File: config.mk
export PLATFORM = sky130hd
export DESIGN_NAME = bus_decoder_flat
export DESIGN_NICKNAME = d
export VERILOG_FILES = /design/src/soc_pkg.sv /design/src/slave_bus_if.sv /design/src/bus_decoder.sv /design/src/flat_wrapper.sv
export VERILOG_INCLUDE_DIRS = /design/src
export SDC_FILE = /design/constraint.sdc
export NUM_CORES = 1
export LEC_CHECK = 0
export ABC_AREA = 1
export BUFFER_PORTS_ARGS = -buffer_cell sky130_fd_sc_hd__buf_2
export CAP_MARGIN = 20
export CORE_AREA = 10 10 162 164
export DETAILED_ROUTE_END_ITERATION = 10
export DIE_AREA = 0 0 172 174
export PLACE_DENSITY = 0.47
export SYNTH_ARGS = -nofsm -noshare
export SYNTH_HDL_FRONTEND = slang
export SYNTH_SLANG_ARGS = --single-unit
export TNS_END_PERCENT = 10
File: constraint.sdc
create_clock -name sys_clk -period 3.42 [get_ports sys_clk]
set_clock_uncertainty 0.15 [all_clocks]
set_input_delay 0.342 -clock sys_clk [delete_from_list [all_inputs] [get_ports sys_clk]]
set_output_delay 0.342 -clock sys_clk [all_outputs]
set_load 0.05 [all_outputs]
File: src/soc_consts.svh
`ifndef SOC_CONSTS_SVH
`define SOC_CONSTS_SVH

// ====================
// Data path
// ====================

// Data and address width
`define SOC_DATA_W 32

// ====================
// Memory map
// ====================

// On-chip RAM
`define RAM_BASE 32'h0000_0000
`define RAM_WORDS 256

// Peripheral windows
`define TIMER_BASE 32'h1000_0000
`define GPIO_BASE 32'h1000_0100
`define SLAVE_WINDOW 32'h0000_0100

// Register counts per peripheral
`define TIMER_REGS 3
`define GPIO_REGS 3

// GPIO pins and interrupt sources
`define GPIO_W 8
`define IRQ_SOURCES 3

`endif

File: src/soc_pkg.sv
package soc_pkg;

    // Width of a master write
    typedef enum logic [1:0] {
        ACC_BYTE = 2'd0,
        ACC_HALF = 2'd1,
        ACC_WORD = 2'd2
    } access_width_e;

    // Slave picked by the address decoder
    typedef enum logic [1:0] {
        SEL_RAM   = 2'd0,
        SEL_TIMER = 2'd1,
        SEL_GPIO  = 2'd2,
        SEL_NONE  = 2'd3
    } slave_sel_e;

    // Timer register word offsets
    typedef enum logic [1:0] {
        TMR_COUNT   = 2'd0,
        TMR_COMPARE = 2'd1,
        TMR_CONTROL = 2'd2
    } timer_reg_e;

    // GPIO register word offsets
    typedef enum logic [1:0] {
        GPIO_OUT  = 2'd0,
        GPIO_IN   = 2'd1,
        GPIO_MASK = 2'd2
    } gpio_reg_e;

    // Interrupt source lines, lowest index wins
    typedef enum logic [1:0] {
        IRQ_TIMER   = 2'd0,
        IRQ_GPIO    = 2'd1,
        IRQ_BUS_ERR = 2'd2
    } irq_src_e;

endpackage : soc_pkg

File: src/slave_bus_if.sv
`timescale 1ns/1ns

`include "soc_consts.svh"

interface slave_bus_if;

    // One-cycle request strobes
    logic wr_req;
    logic rd_req;

    // Word offset inside the slave window
    logic [`SOC_DATA_W-3:0] word_addr;

    logic [`SOC_DATA_W-1:0] wdata;
    logic [3:0] wstrb;

    // Registered by the slave on the request cycle
    logic [`SOC_DATA_W-1:0] rdata;
    logic err;

    modport master (
        output wr_req, rd_req, word_addr, wdata, wstrb,
        input  rdata, err
    );

    modport slave (
        input  wr_req, rd_req, word_addr, wdata, wstrb,
        output rdata, err
    );

endinterface : slave_bus_if

File: src/bus_decoder.sv
`timescale 1ns/1ns

`include "soc_consts.svh"

module bus_decoder (
    input  logic sys_clk,
    input  logic rst_n_i,

    input  logic wr_req_i,
    input  logic [`SOC_DATA_W-1:0] wr_addr_i,
    input  logic [`SOC_DATA_W-1:0] wr_data_i,
    input  soc_pkg::access_width_e wr_width_i,
    input  logic rd_req_i,
    input  logic [`SOC_DATA_W-1:0] rd_addr_i,

    output logic wr_done_o,
    output logic rd_done_o,
    output logic [`SOC_DATA_W-1:0] rd_data_o,
    output logic bus_err_o,

    slave_bus_if.master ram_bus,
    slave_bus_if.master tmr_bus,
    slave_bus_if.master gpio_bus
);

    logic [`SOC_DATA_W-1:0] req_addr;
    logic [`SOC_DATA_W-1:0] offset;
    logic [`SOC_DATA_W-1:0] slave_rdata;
    logic [3:0] strb;
    logic slave_err;
    logic wr_q;
    logic rd_q;
    soc_pkg::slave_sel_e sel;
    soc_pkg::slave_sel_e sel_q;

// ====================
// Address decode
// ====================

    // Reads and writes never overlap
    assign req_addr = wr_req_i ? wr_addr_i : rd_addr_i;

    always_comb begin
        sel = soc_pkg::SEL_NONE;
        offset = '0;
        // RAM region covers everything below the peripherals
        if (req_addr < `TIMER_BASE) begin
            sel = soc_pkg::SEL_RAM;
            offset = req_addr - `RAM_BASE;
        end else if ((req_addr - `TIMER_BASE) < `SLAVE_WINDOW) begin
            sel = soc_pkg::SEL_TIMER;
            offset = req_addr - `TIMER_BASE;
        end else if ((req_addr - `GPIO_BASE) < `SLAVE_WINDOW) begin
            sel = soc_pkg::SEL_GPIO;
            offset = req_addr - `GPIO_BASE;
        end
    end

    // Byte lanes, write data stays in place
    always_comb begin
        case (wr_width_i)
            soc_pkg::ACC_WORD: strb = 4'b1111;
            soc_pkg::ACC_HALF: strb = req_addr[1] ? 4'b1100 : 4'b0011;
            soc_pkg::ACC_BYTE: strb = 4'b0001 << req_addr[1:0];
            default:           strb = 4'b0000;
        endcase
    end

    assign ram_bus.wr_req    = wr_req_i && (sel == soc_pkg::SEL_RAM);
    assign ram_bus.rd_req    = rd_req_i && (sel == soc_pkg::SEL_RAM);
    assign ram_bus.word_addr = offset[`SOC_DATA_W-1:2];
    assign ram_bus.wdata     = wr_data_i;
    assign ram_bus.wstrb     = strb;

    assign tmr_bus.wr_req    = wr_req_i && (sel == soc_pkg::SEL_TIMER);
    assign tmr_bus.rd_req    = rd_req_i && (sel == soc_pkg::SEL_TIMER);
    assign tmr_bus.word_addr = offset[`SOC_DATA_W-1:2];
    assign tmr_bus.wdata     = wr_data_i;
    assign tmr_bus.wstrb     = strb;

    assign gpio_bus.wr_req    = wr_req_i && (sel == soc_pkg::SEL_GPIO);
    assign gpio_bus.rd_req    = rd_req_i && (sel == soc_pkg::SEL_GPIO);
    assign gpio_bus.word_addr = offset[`SOC_DATA_W-1:2];
    assign gpio_bus.wdata     = wr_data_i;
    assign gpio_bus.wstrb     = strb;

// ====================
// Response path
// ====================

    always_ff @(posedge sys_clk or negedge rst_n_i) begin
        if (!rst_n_i) begin
            sel_q <= soc_pkg::SEL_NONE;
            wr_q <= 1'b0;
            rd_q <= 1'b0;
        end else begin
            sel_q <= sel;
            wr_q <= wr_req_i;
            rd_q <= rd_req_i;
        end
    end

    always_comb begin
        case (sel_q)
            soc_pkg::SEL_RAM: begin
                slave_rdata = ram_bus.rdata;
                slave_err = ram_bus.err;
            end
            soc_pkg::SEL_TIMER: begin
                slave_rdata = tmr_bus.rdata;
                slave_err = tmr_bus.err;
            end
            soc_pkg::SEL_GPIO: begin
                slave_rdata = gpio_bus.rdata;
                slave_err = gpio_bus.err;
            end
            // Nothing mapped here
            default: begin
                slave_rdata = '0;
                slave_err = 1'b1;
            end
        endcase
    end

    assign wr_done_o = wr_q;
    assign rd_done_o = rd_q;
    assign rd_data_o = rd_q ? slave_rdata : '0;
    assign bus_err_o = (wr_q | rd_q) & slave_err;

    no_dual_req: assert property (@(posedge sys_clk) disable iff (!rst_n_i)
        !(wr_req_i && rd_req_i));

endmodule : bus_decoder

File: src/flat_wrapper.sv
// flat-port wrapper written by rule: the top's interface ports become plain ports
module bus_decoder_flat 
  (sys_clk, rst_n_i, wr_req_i, wr_addr_i, wr_data_i, wr_width_i, rd_req_i, rd_addr_i, wr_done_o, rd_done_o, rd_data_o, bus_err_o, ram_bus_wr_req, ram_bus_rd_req, ram_bus_word_addr, ram_bus_wdata, ram_bus_wstrb, ram_bus_rdata, ram_bus_err, tmr_bus_wr_req, tmr_bus_rd_req, tmr_bus_word_addr, tmr_bus_wdata, tmr_bus_wstrb, tmr_bus_rdata, tmr_bus_err, gpio_bus_wr_req, gpio_bus_rd_req, gpio_bus_word_addr, gpio_bus_wdata, gpio_bus_wstrb, gpio_bus_rdata, gpio_bus_err);
  slave_bus_if ram_bus_i ();
  slave_bus_if tmr_bus_i ();
  slave_bus_if gpio_bus_i ();
  input  logic sys_clk;
  input  logic rst_n_i;
  input  logic wr_req_i;
  input  logic [`SOC_DATA_W-1:0] wr_addr_i;
  input  logic [`SOC_DATA_W-1:0] wr_data_i;
  input  soc_pkg::access_width_e wr_width_i;
  input  logic rd_req_i;
  input  logic [`SOC_DATA_W-1:0] rd_addr_i;
  output logic wr_done_o;
  output logic rd_done_o;
  output logic [`SOC_DATA_W-1:0] rd_data_o;
  output logic bus_err_o;
  output wire logic [$bits(ram_bus_i.wr_req)-1:0] ram_bus_wr_req;
  output wire logic [$bits(ram_bus_i.rd_req)-1:0] ram_bus_rd_req;
  output wire logic [$bits(ram_bus_i.word_addr)-1:0] ram_bus_word_addr;
  output wire logic [$bits(ram_bus_i.wdata)-1:0] ram_bus_wdata;
  output wire logic [$bits(ram_bus_i.wstrb)-1:0] ram_bus_wstrb;
  input wire logic [$bits(ram_bus_i.rdata)-1:0] ram_bus_rdata;
  input wire logic [$bits(ram_bus_i.err)-1:0] ram_bus_err;
  output wire logic [$bits(tmr_bus_i.wr_req)-1:0] tmr_bus_wr_req;
  output wire logic [$bits(tmr_bus_i.rd_req)-1:0] tmr_bus_rd_req;
  output wire logic [$bits(tmr_bus_i.word_addr)-1:0] tmr_bus_word_addr;
  output wire logic [$bits(tmr_bus_i.wdata)-1:0] tmr_bus_wdata;
  output wire logic [$bits(tmr_bus_i.wstrb)-1:0] tmr_bus_wstrb;
  input wire logic [$bits(tmr_bus_i.rdata)-1:0] tmr_bus_rdata;
  input wire logic [$bits(tmr_bus_i.err)-1:0] tmr_bus_err;
  output wire logic [$bits(gpio_bus_i.wr_req)-1:0] gpio_bus_wr_req;
  output wire logic [$bits(gpio_bus_i.rd_req)-1:0] gpio_bus_rd_req;
  output wire logic [$bits(gpio_bus_i.word_addr)-1:0] gpio_bus_word_addr;
  output wire logic [$bits(gpio_bus_i.wdata)-1:0] gpio_bus_wdata;
  output wire logic [$bits(gpio_bus_i.wstrb)-1:0] gpio_bus_wstrb;
  input wire logic [$bits(gpio_bus_i.rdata)-1:0] gpio_bus_rdata;
  input wire logic [$bits(gpio_bus_i.err)-1:0] gpio_bus_err;
  assign ram_bus_wr_req = ram_bus_i.wr_req;
  assign ram_bus_rd_req = ram_bus_i.rd_req;
  assign ram_bus_word_addr = ram_bus_i.word_addr;
  assign ram_bus_wdata = ram_bus_i.wdata;
  assign ram_bus_wstrb = ram_bus_i.wstrb;
  assign ram_bus_i.rdata = ram_bus_rdata;
  assign ram_bus_i.err = ram_bus_err;
  assign tmr_bus_wr_req = tmr_bus_i.wr_req;
  assign tmr_bus_rd_req = tmr_bus_i.rd_req;
  assign tmr_bus_word_addr = tmr_bus_i.word_addr;
  assign tmr_bus_wdata = tmr_bus_i.wdata;
  assign tmr_bus_wstrb = tmr_bus_i.wstrb;
  assign tmr_bus_i.rdata = tmr_bus_rdata;
  assign tmr_bus_i.err = tmr_bus_err;
  assign gpio_bus_wr_req = gpio_bus_i.wr_req;
  assign gpio_bus_rd_req = gpio_bus_i.rd_req;
  assign gpio_bus_word_addr = gpio_bus_i.word_addr;
  assign gpio_bus_wdata = gpio_bus_i.wdata;
  assign gpio_bus_wstrb = gpio_bus_i.wstrb;
  assign gpio_bus_i.rdata = gpio_bus_rdata;
  assign gpio_bus_i.err = gpio_bus_err;
  bus_decoder u_core (.sys_clk(sys_clk), .rst_n_i(rst_n_i), .wr_req_i(wr_req_i), .wr_addr_i(wr_addr_i), .wr_data_i(wr_data_i), .wr_width_i(wr_width_i), .rd_req_i(rd_req_i), .rd_addr_i(rd_addr_i), .wr_done_o(wr_done_o), .rd_done_o(rd_done_o), .rd_data_o(rd_data_o), .bus_err_o(bus_err_o), .ram_bus(ram_bus_i), .tmr_bus(tmr_bus_i), .gpio_bus(gpio_bus_i));
endmodule
* Word-level counts from Yosys, hierarchy flattened *
Index checks and enable logic that the tools add are counted.

storage, ports and cells
  flip-flop bits (word level) = 4
  word-level logic and storage cells = 38
  bits of input ports = 201
  output and inout port bits = 239

cells by class
  shifts and indexed selects = 1
  reductions and logical operators = 9
  add/sub/neg operators = 2
  bitwise gates (word level) = 2
  $lt $le $gt $ge = 3
  muxes and demuxes = 12
  equality and inequality tests = 6

operators with widths
  operator                number
  $mux 32                 5
  $pmux 32 s3             1
  $lt 32x9->1 const B     2
  $sub 32x29->32 const B  2
  $lt 32x29->1 const B    1
  $pmux 4 s3              1
  $eq 2x1->1 const B      3
  $eq 2x2->1 const B      3
  $logic_and 1x1->1       6
  $logic_not 2->1         3
  $mux 2                  2
  $mux 4                  1
  $shl 1x2->4 const A     1
  $pmux 1 s3              1
  $and 1x1->1             1
  $mux 1                  1
  $or 1x1->1              1

* Longest topological paths before layout *
Gate-level depths: netlist (run 1).

  depth in word-level cells = 8
  gate-level depth with buffers = 19
  depth with buffers taken out = 17

* Worst setup path before layout (run 1) *
Ideal clock, no wire load.

  path type = input -> output
  start = input wr_req_i
  end = output ram_bus_word_addr[0]
  cell stages on the path = 16
  setup slack = 0.080 ns
  arrival = 2.848 ns
  path buffers = 2
  path through = buf_6 > inv_8 > or2_2 > o21ai_2 > inv_1 > ha_1 > nand3_1 > nor2_1 > nor2_1 > nand4_1 > nand2_1 > nand3_1 > nor2_2 > nand2_4 > a21oi_2 > buf_4

between the ends
  cells in the longest elaborated chain, start to end = 6
  elaborated cells on any way between the ends = 9

ends and longest elaborated chain
  item                             line                text
  from (decl)                      flat_wrapper.sv:9   input logic wr_req_i;
  $mux 32 (*)                      bus_decoder.sv:41   assign req_addr = wr_req_i ? wr_addr_i : rd_addr_i;
  $sub 32x29->32 (no source line)  --
  $lt 32x9->1 (no source line)     --
  $mux 32                          bus_decoder.sv:53   end else if ((req_addr - `GPIO_BASE) < `SLAVE_WINDOW) begin
  $mux 32                          bus_decoder.sv:50   end else if ((req_addr - `TIMER_BASE) < `SLAVE_WINDOW) begin
  $mux 32 (*)                      bus_decoder.sv:47   if (req_addr < `TIMER_BASE) begin
  to (decl)                        flat_wrapper.sv:21  output wire logic [$bits(ram_bus_i.word_addr)-1:0] ram_bus_word_addr;

Every way passes the cells marked *; elsewhere a longest branch is shown, timed or not.

* Worst setup path after layout (run 1) *
  start = input wr_req_i
  end = output ram_bus_word_addr[4]

The elaborated chain is that of the path after synthesis.

==> metrics.csv, run 1 <==
metric,value,unit
status,"finished, final reports clean",
seq_area,103,µm²
p_sw,568,µW
cts_sinks,4,
antennaDiodeCount,0,
drt-initial-drc-count,203,
slew_viol_final,0,
post-place-cells,1294,
combPwrFrac,76.1,%
power,1010,µW
hold_violations,0,
io_pins,440,
p_leak,0.00351,µW
swShare,56.3,%
synth_cell_types,35,
coreArea,0.0231,mm²
synthCells,865,
grt_pass1_wl,29700,µm
setup_viol,0,
htree_levels,1,
tns,0,ps
drc,0,
final_layout_size_suffix_gt1_share,40.2,%
pre_cts_ws,-7.79,ps
fin_cells,1304,
ys_ff_latch,4,
grt_max_degree,42,
ys_warn_count,0,
wire_per_inst,16.0,µm
power_density,181,mW/mm²
crit_path_start,wr_req_i,
fin_crit,3210,ps
internal_power,441,µW
cts_tree,done,
grt_overflow,0,
multiInputGateArea,0.00269,mm²
die_h,174,µm
clk_transition_reported_paths,30,ps
start_util,19.2,%
nets,1220,
hold_path.startpoint,rd_req_i,
vdd_drop_max,105,µV
hold_path.class,in2reg,
die_area,0.0299,mm²
antenna_found_initial,0,
cp-start-kind,input pin,
finalWeightedCongestion,0.881,
syn_area,0.00444,mm²
cts_buffers,3,
final_antenna_net_count,0,
avgSynthCellArea,5.14,µm²
grt_pass1_vias,5242,
cts_root_buf,clkbuf_16,
routed_wl,20800,µm
path_max_fanout,28,
rows,56,
period_share,93.9,%
grt_usage,12.4,%
hpwl,18100,µm
ys_seq_area_share,2.31,%
viasPerCell,4.03,
setup_ws,208,ps
crit_type,in2out,
dr.pass1.iters,4,
area.growth.synth_to_final,25.2,%
fillers,2737,
vias,5260,
portBuffers,305,
cts.path.max_buffers,2,
seqPwrFrac,5.2,%
fmax,311,MHz
cp.arrival,2720,ps
cp-end-kind,output port,
maxCapViolations,0,
die_x,172,µm
required,2930,ps
clkPwrFrac,18.6,%
-- cells in the final DEF, fill, tap and decap left out, types with 2 or more instances in the layout --
master     instances
a21oi_1            2
a21oi_2            2
a21oi_4            6
buf_12             8
buf_2            273
buf_4             43
buf_6              3
clkbuf_16          4
clkbuf_4           2
conb_1             6
dfrtp_1            2
dfstp_2            2
ha_1               2
inv_1             96
inv_2              2
mux2i_1            7
nand2_1          331
nand2_2           25
nand2_4            3
nand3_1           57
nand3_2            2
nand4_1            4
nor2_1            72
nor2_2            17
nor2_4             6
nor3_1             3
o21ai_0           13
or2_2              4
xor2_1             4
-- timing repair --
action                     in CTS  in global routing
hold endpoints to repair        4                  0
resized for setup               0                 79
setup endpoints to repair       3                 26
buffers inserted                0                  4
pin swaps                       0                  4
gates cloned                    0                  1
hold buffers                    1                  0
-- critical path, cell delays in order --
cell	delay, ps
buf_4	190
clkinv_8	110
buf_12	170
nand2_1	70
nand2_1	150
nor2_2	170
nand2_1	90
nor2_2	160
nand3_2	120
nand3_1	120
nand2_1	60
nand2_1	50
nand3_1	100
nor2_4	210
nand2_8	130
a21oi_4	260
buf_6	200
-- cells in the mapped netlist (all sizes together) --
cell type  number  area share (%)
buf           176              30
xor2            4            0.79
conb            1           0.084
xnor2           1            0.20
o22ai           1            0.14
o21ai          15             1.8
nand4           4            0.56
a31oi           1            0.14
nand3          59             6.8
mux2i           7             1.6
dfrtp           2             1.1
ha              4             1.1
nor3            3            0.34
nand2         360              32
inv           100             8.7
clkbuf         15             1.3
nand3b          1            0.17
nor2           95             9.1
dfstp           2             1.2
or2             4            0.56
a21oi          10             1.8
-- registers in the layout (all words and copies together) (netlist names) --
register and count:
u_core.sel_q 2, u_core.rd_done_o 1, u_core.wr_done_o 1
-- per-layer routing --
metal	vias up	track usage, %	share of wire (%)
li1	2717	-	-
met1	2204	13.0	37
met2	318	21.7	48
met3	21	5.85	13
met4	0	2.80	1.5
met5	-	0.521	0
-- per-stage QoR --
| step | utilization (%) | hold slack [ps] | area, µm² |
|---|---|---|---|
| detailed placement | 22.6 | -1.42 | 5220 |
| finish | 24.1 | 95.7 | 5560 |
| global placement | 22.6 | -1.19 | 5220 |
| global route | 24.1 | 103 | 5560 |
| CTS | 23.0 | 102 | 5310 |
| floorplan | - | -104 | 4460 |
-- path summary, 6_finish.rpt --
| path | to | cells past startpoint |
|---|---|---|
| max | ram_bus_word_addr[4] | 17 |
| min | u_core.rd_done_o$_DFF_PN0_ | 1 |
| max in group asynchronous | u_core.sel_q[1]$_DFF_PN1_ | 2 |
| min in group asynchronous | u_core.wr_done_o$_DFF_PN0_ | 2 |
-- power by group through the flow --
stage          clock, µW  sequential, µW  combinational, µW
5_1_grt              199            53.1                835
6_report             188            52.7                768
3_5_place_dp           0            53.3                745
2_1_floorplan          0            56.8                836
3_3_place_gp           0            53.0                746
4_1_cts              190            52.8                749
-- cells by family after synthesis --
family | Yosys count | share of synthesized area, %
fa+ha+maj | 4 | 1.13
compound gates | 27 | 3.86
buf+inv | 291 | 40.2
mux | 7 | 1.58
other cells | 1 | 0.0844
simple gates | 526 | 49.9
flops | 4 | 2.31
xor+xnor | 5 | 0.985
-- final cells by class --
| class | count | share of cell area, % |
|---|---|---|
| Clock buffer | 4 | 1.42 |
| Inverter | 100 | 7.06 |
| Multi-Input combinational cell | 575 | 48.4 |
| Sequential cell | 4 | 1.84 |
| Tap cell | 290 | 6.52 |
| Timing Repair Buffer | 331 | 34.8 |
Note: power is estimated with default switching activity, not from simulation.
==> run 2, diff against run 1 <==
clock period = 3.3 ns   (was 3.42 ns; I/O delays follow)
==> run 2 against run 1 <==
Routed wire length shrank 0.32%. Worst setup slack lost 72 ps. Combinational power grew 7.6%. Die area is the same. Critical path type unchanged. Highest routed layer unchanged.
==> metrics.csv, run 2 (synthesis gave the netlist of run 1 again) <==
metric,value,unit,change
wire_per_inst,15.6,µm,-2.4%
rows,56,,unchanged
slew_viol_final,0,,unchanged
crit_type,in2out,,
start_util,19.2,%,unchanged
pre_cts_ws,-83.6,ps,-75.8 ps
fmax,316,MHz,
hold_violations,0,,unchanged
cts.path.max_buffers,2,,unchanged
vias,5375,,+2.2%
clk_transition_reported_paths,30,ps,about the same
die_x,172,µm,unchanged
io_pins,440,,unchanged
layout_common_cells,"327 x nand2_1, 273 x buf_2, 95 x inv_1",,
setup_ws,136,ps,-71.8 ps
grt_usage,12.4,%,+0.085 points
fillers,2701,,-1.3%
htree_levels,1,,unchanged
portBuffers,305,,unchanged
maxSlewHeadroom,39.4,%,
cts_buffers,3,,unchanged
die_area,0.0299,mm²,unchanged
period_share,95.9,%,
required,2820,ps,-110 ps
fin_cells,1332,,+2.1%
routed_wl,20700,µm,-0.32%
hold_path.class,in2reg,,
crit_chain,"buf_4, clkinv_8, buf_12, nand2_1, nand2_1, nor2_1, nand2_1, nor2_1, nand3_1, nand2_1, nand2_1, nor2_1, nand3_1, nor2_4, nand2_8, a21oi_4, buf_6",,
cp.arrival,2680,ps,-40 ps
coreArea,0.0231,mm²,unchanged
area.growth.synth_to_final,30.4,%,
cp-start-kind,input pin,,
hpwl,18300,µm,+1.5%
maxCapViolations,0,,unchanged
p_leak,0.00364,µW,+3.8%
path_max_fanout,18,,-36%
holdPathStages,1,,unchanged
cts_tree,done,,
dr.pass1.iters,5,,+1
post-place-cells,1319,,+1.9%
drc,0,,unchanged
nets,1247,,+2.2%
max_stage_delay,270,ps,about the same
status,"finished, final reports clean",,
power_density,186,mW/mm²,+2.6%
grt_pass1_vias,5286,,+0.84%
cts_sinks,4,,unchanged
final_antenna_net_count,0,,unchanged
cp-end-kind,output port,,
drt-initial-drc-count,239,,+18%
rsz0062_at_grt,yes,,
largest-register,u_core.sel_q,,
fin_crit,3160,ps,
cts_root_buf,clkbuf_16,,
setup_viol,0,,unchanged
power,1080,µW,+6.9%
timing.critical_path.mode_cell,nand2_1,,
grt_max_degree,34,,-19%
grt_pass1_wl,29800,µm,+0.44%
final_common_cell,nand2_1,,
final_layout_size_suffix_gt1_share,42.6,%,+2.3 points
grt_overflow,0,,unchanged
vdd_drop_max,166,µV,+58%
finalWeightedCongestion,0.927,,+5.2%
die_h,174,µm,unchanged
crit_path_top_delay_cell,a21oi_4,,
largest_reg_flops,2,,unchanged
worst_slew_pin_slew,909,ps,
viasPerCell,4.04,,about the same
antenna_found_initial,1,,+1
## run 2: final cells by class
type	instances	area [µm²]	share of cell area, %
multi-input cells	575	2730	47.1
inverters	100	390	6.74
flip-flops and latches	4	103	1.77
diodes	1	2.50	0.0432
repair buffers	358	2130	36.7
clock buffers	4	78.8	1.36
well taps	290	363	6.26
## run 2: worst max-delay path, delay by kind of cell
kind | cells | cell delay (ps)
AOI/OAI and AO/OA | 1 | 270
buffers and inverters | 4 | 640
and+or+nand+nor | 12 | 1440
## run 2: routing by layer
layer  vias to the layer above  track usage, %  routed length (µm)
li1                       2769               -                   -
met1                      2288            13.3                7960
met2                       310            22.3               10100
met3                         8            5.57                2530
met4                         0            1.76                 180
met5                         -           0.521                   0
## run 2: through the flow
stage                     util, %  TNS [ps]  area, µm²  hold WS (ps)
after detailed placement     23.4      -754       5410         -11.9
after global routing         25.1     -25.0       5790          81.6
after global placement       23.4      -414       5410         -8.24
after floorplan                 -      -260       4460          -116
final                        25.1         0       5790          79.6
after CTS                    23.9      -214       5520          79.4
## run 2: final timing paths
path	start	to	slack, ps
setup / recovery	wr_req_i	gpio_bus_word_addr[4]	140
max in group asynchronous	rst_n_i	u_core.sel_q[1]$_DFF_PN1_	2440
hold / removal	rd_req_i	u_core.rd_done_o$_DFF_PN0_	80
min in group asynchronous	rst_n_i	u_core.wr_done_o$_DFF_PN0_	350
## run 2: repair_timing
item / 4_1_cts / 5_1_grt
buffers inserted: 0 / 7
endpoints found under the hold margin: 4 / 0
resized for setup: 7 / 78
setup endpoints to repair: 25 / 26
pin swaps: 0 / 9
hold buffers: 1 / 0
## run 2: report_power, final
group / internal, µW / switching, µW / leakage (µW)
combinational: 271 / 555 / 0.00356
clock: 159 / 32.7 / 0.0000382
sequential: 52.6 / 6.92 / 0.0000444
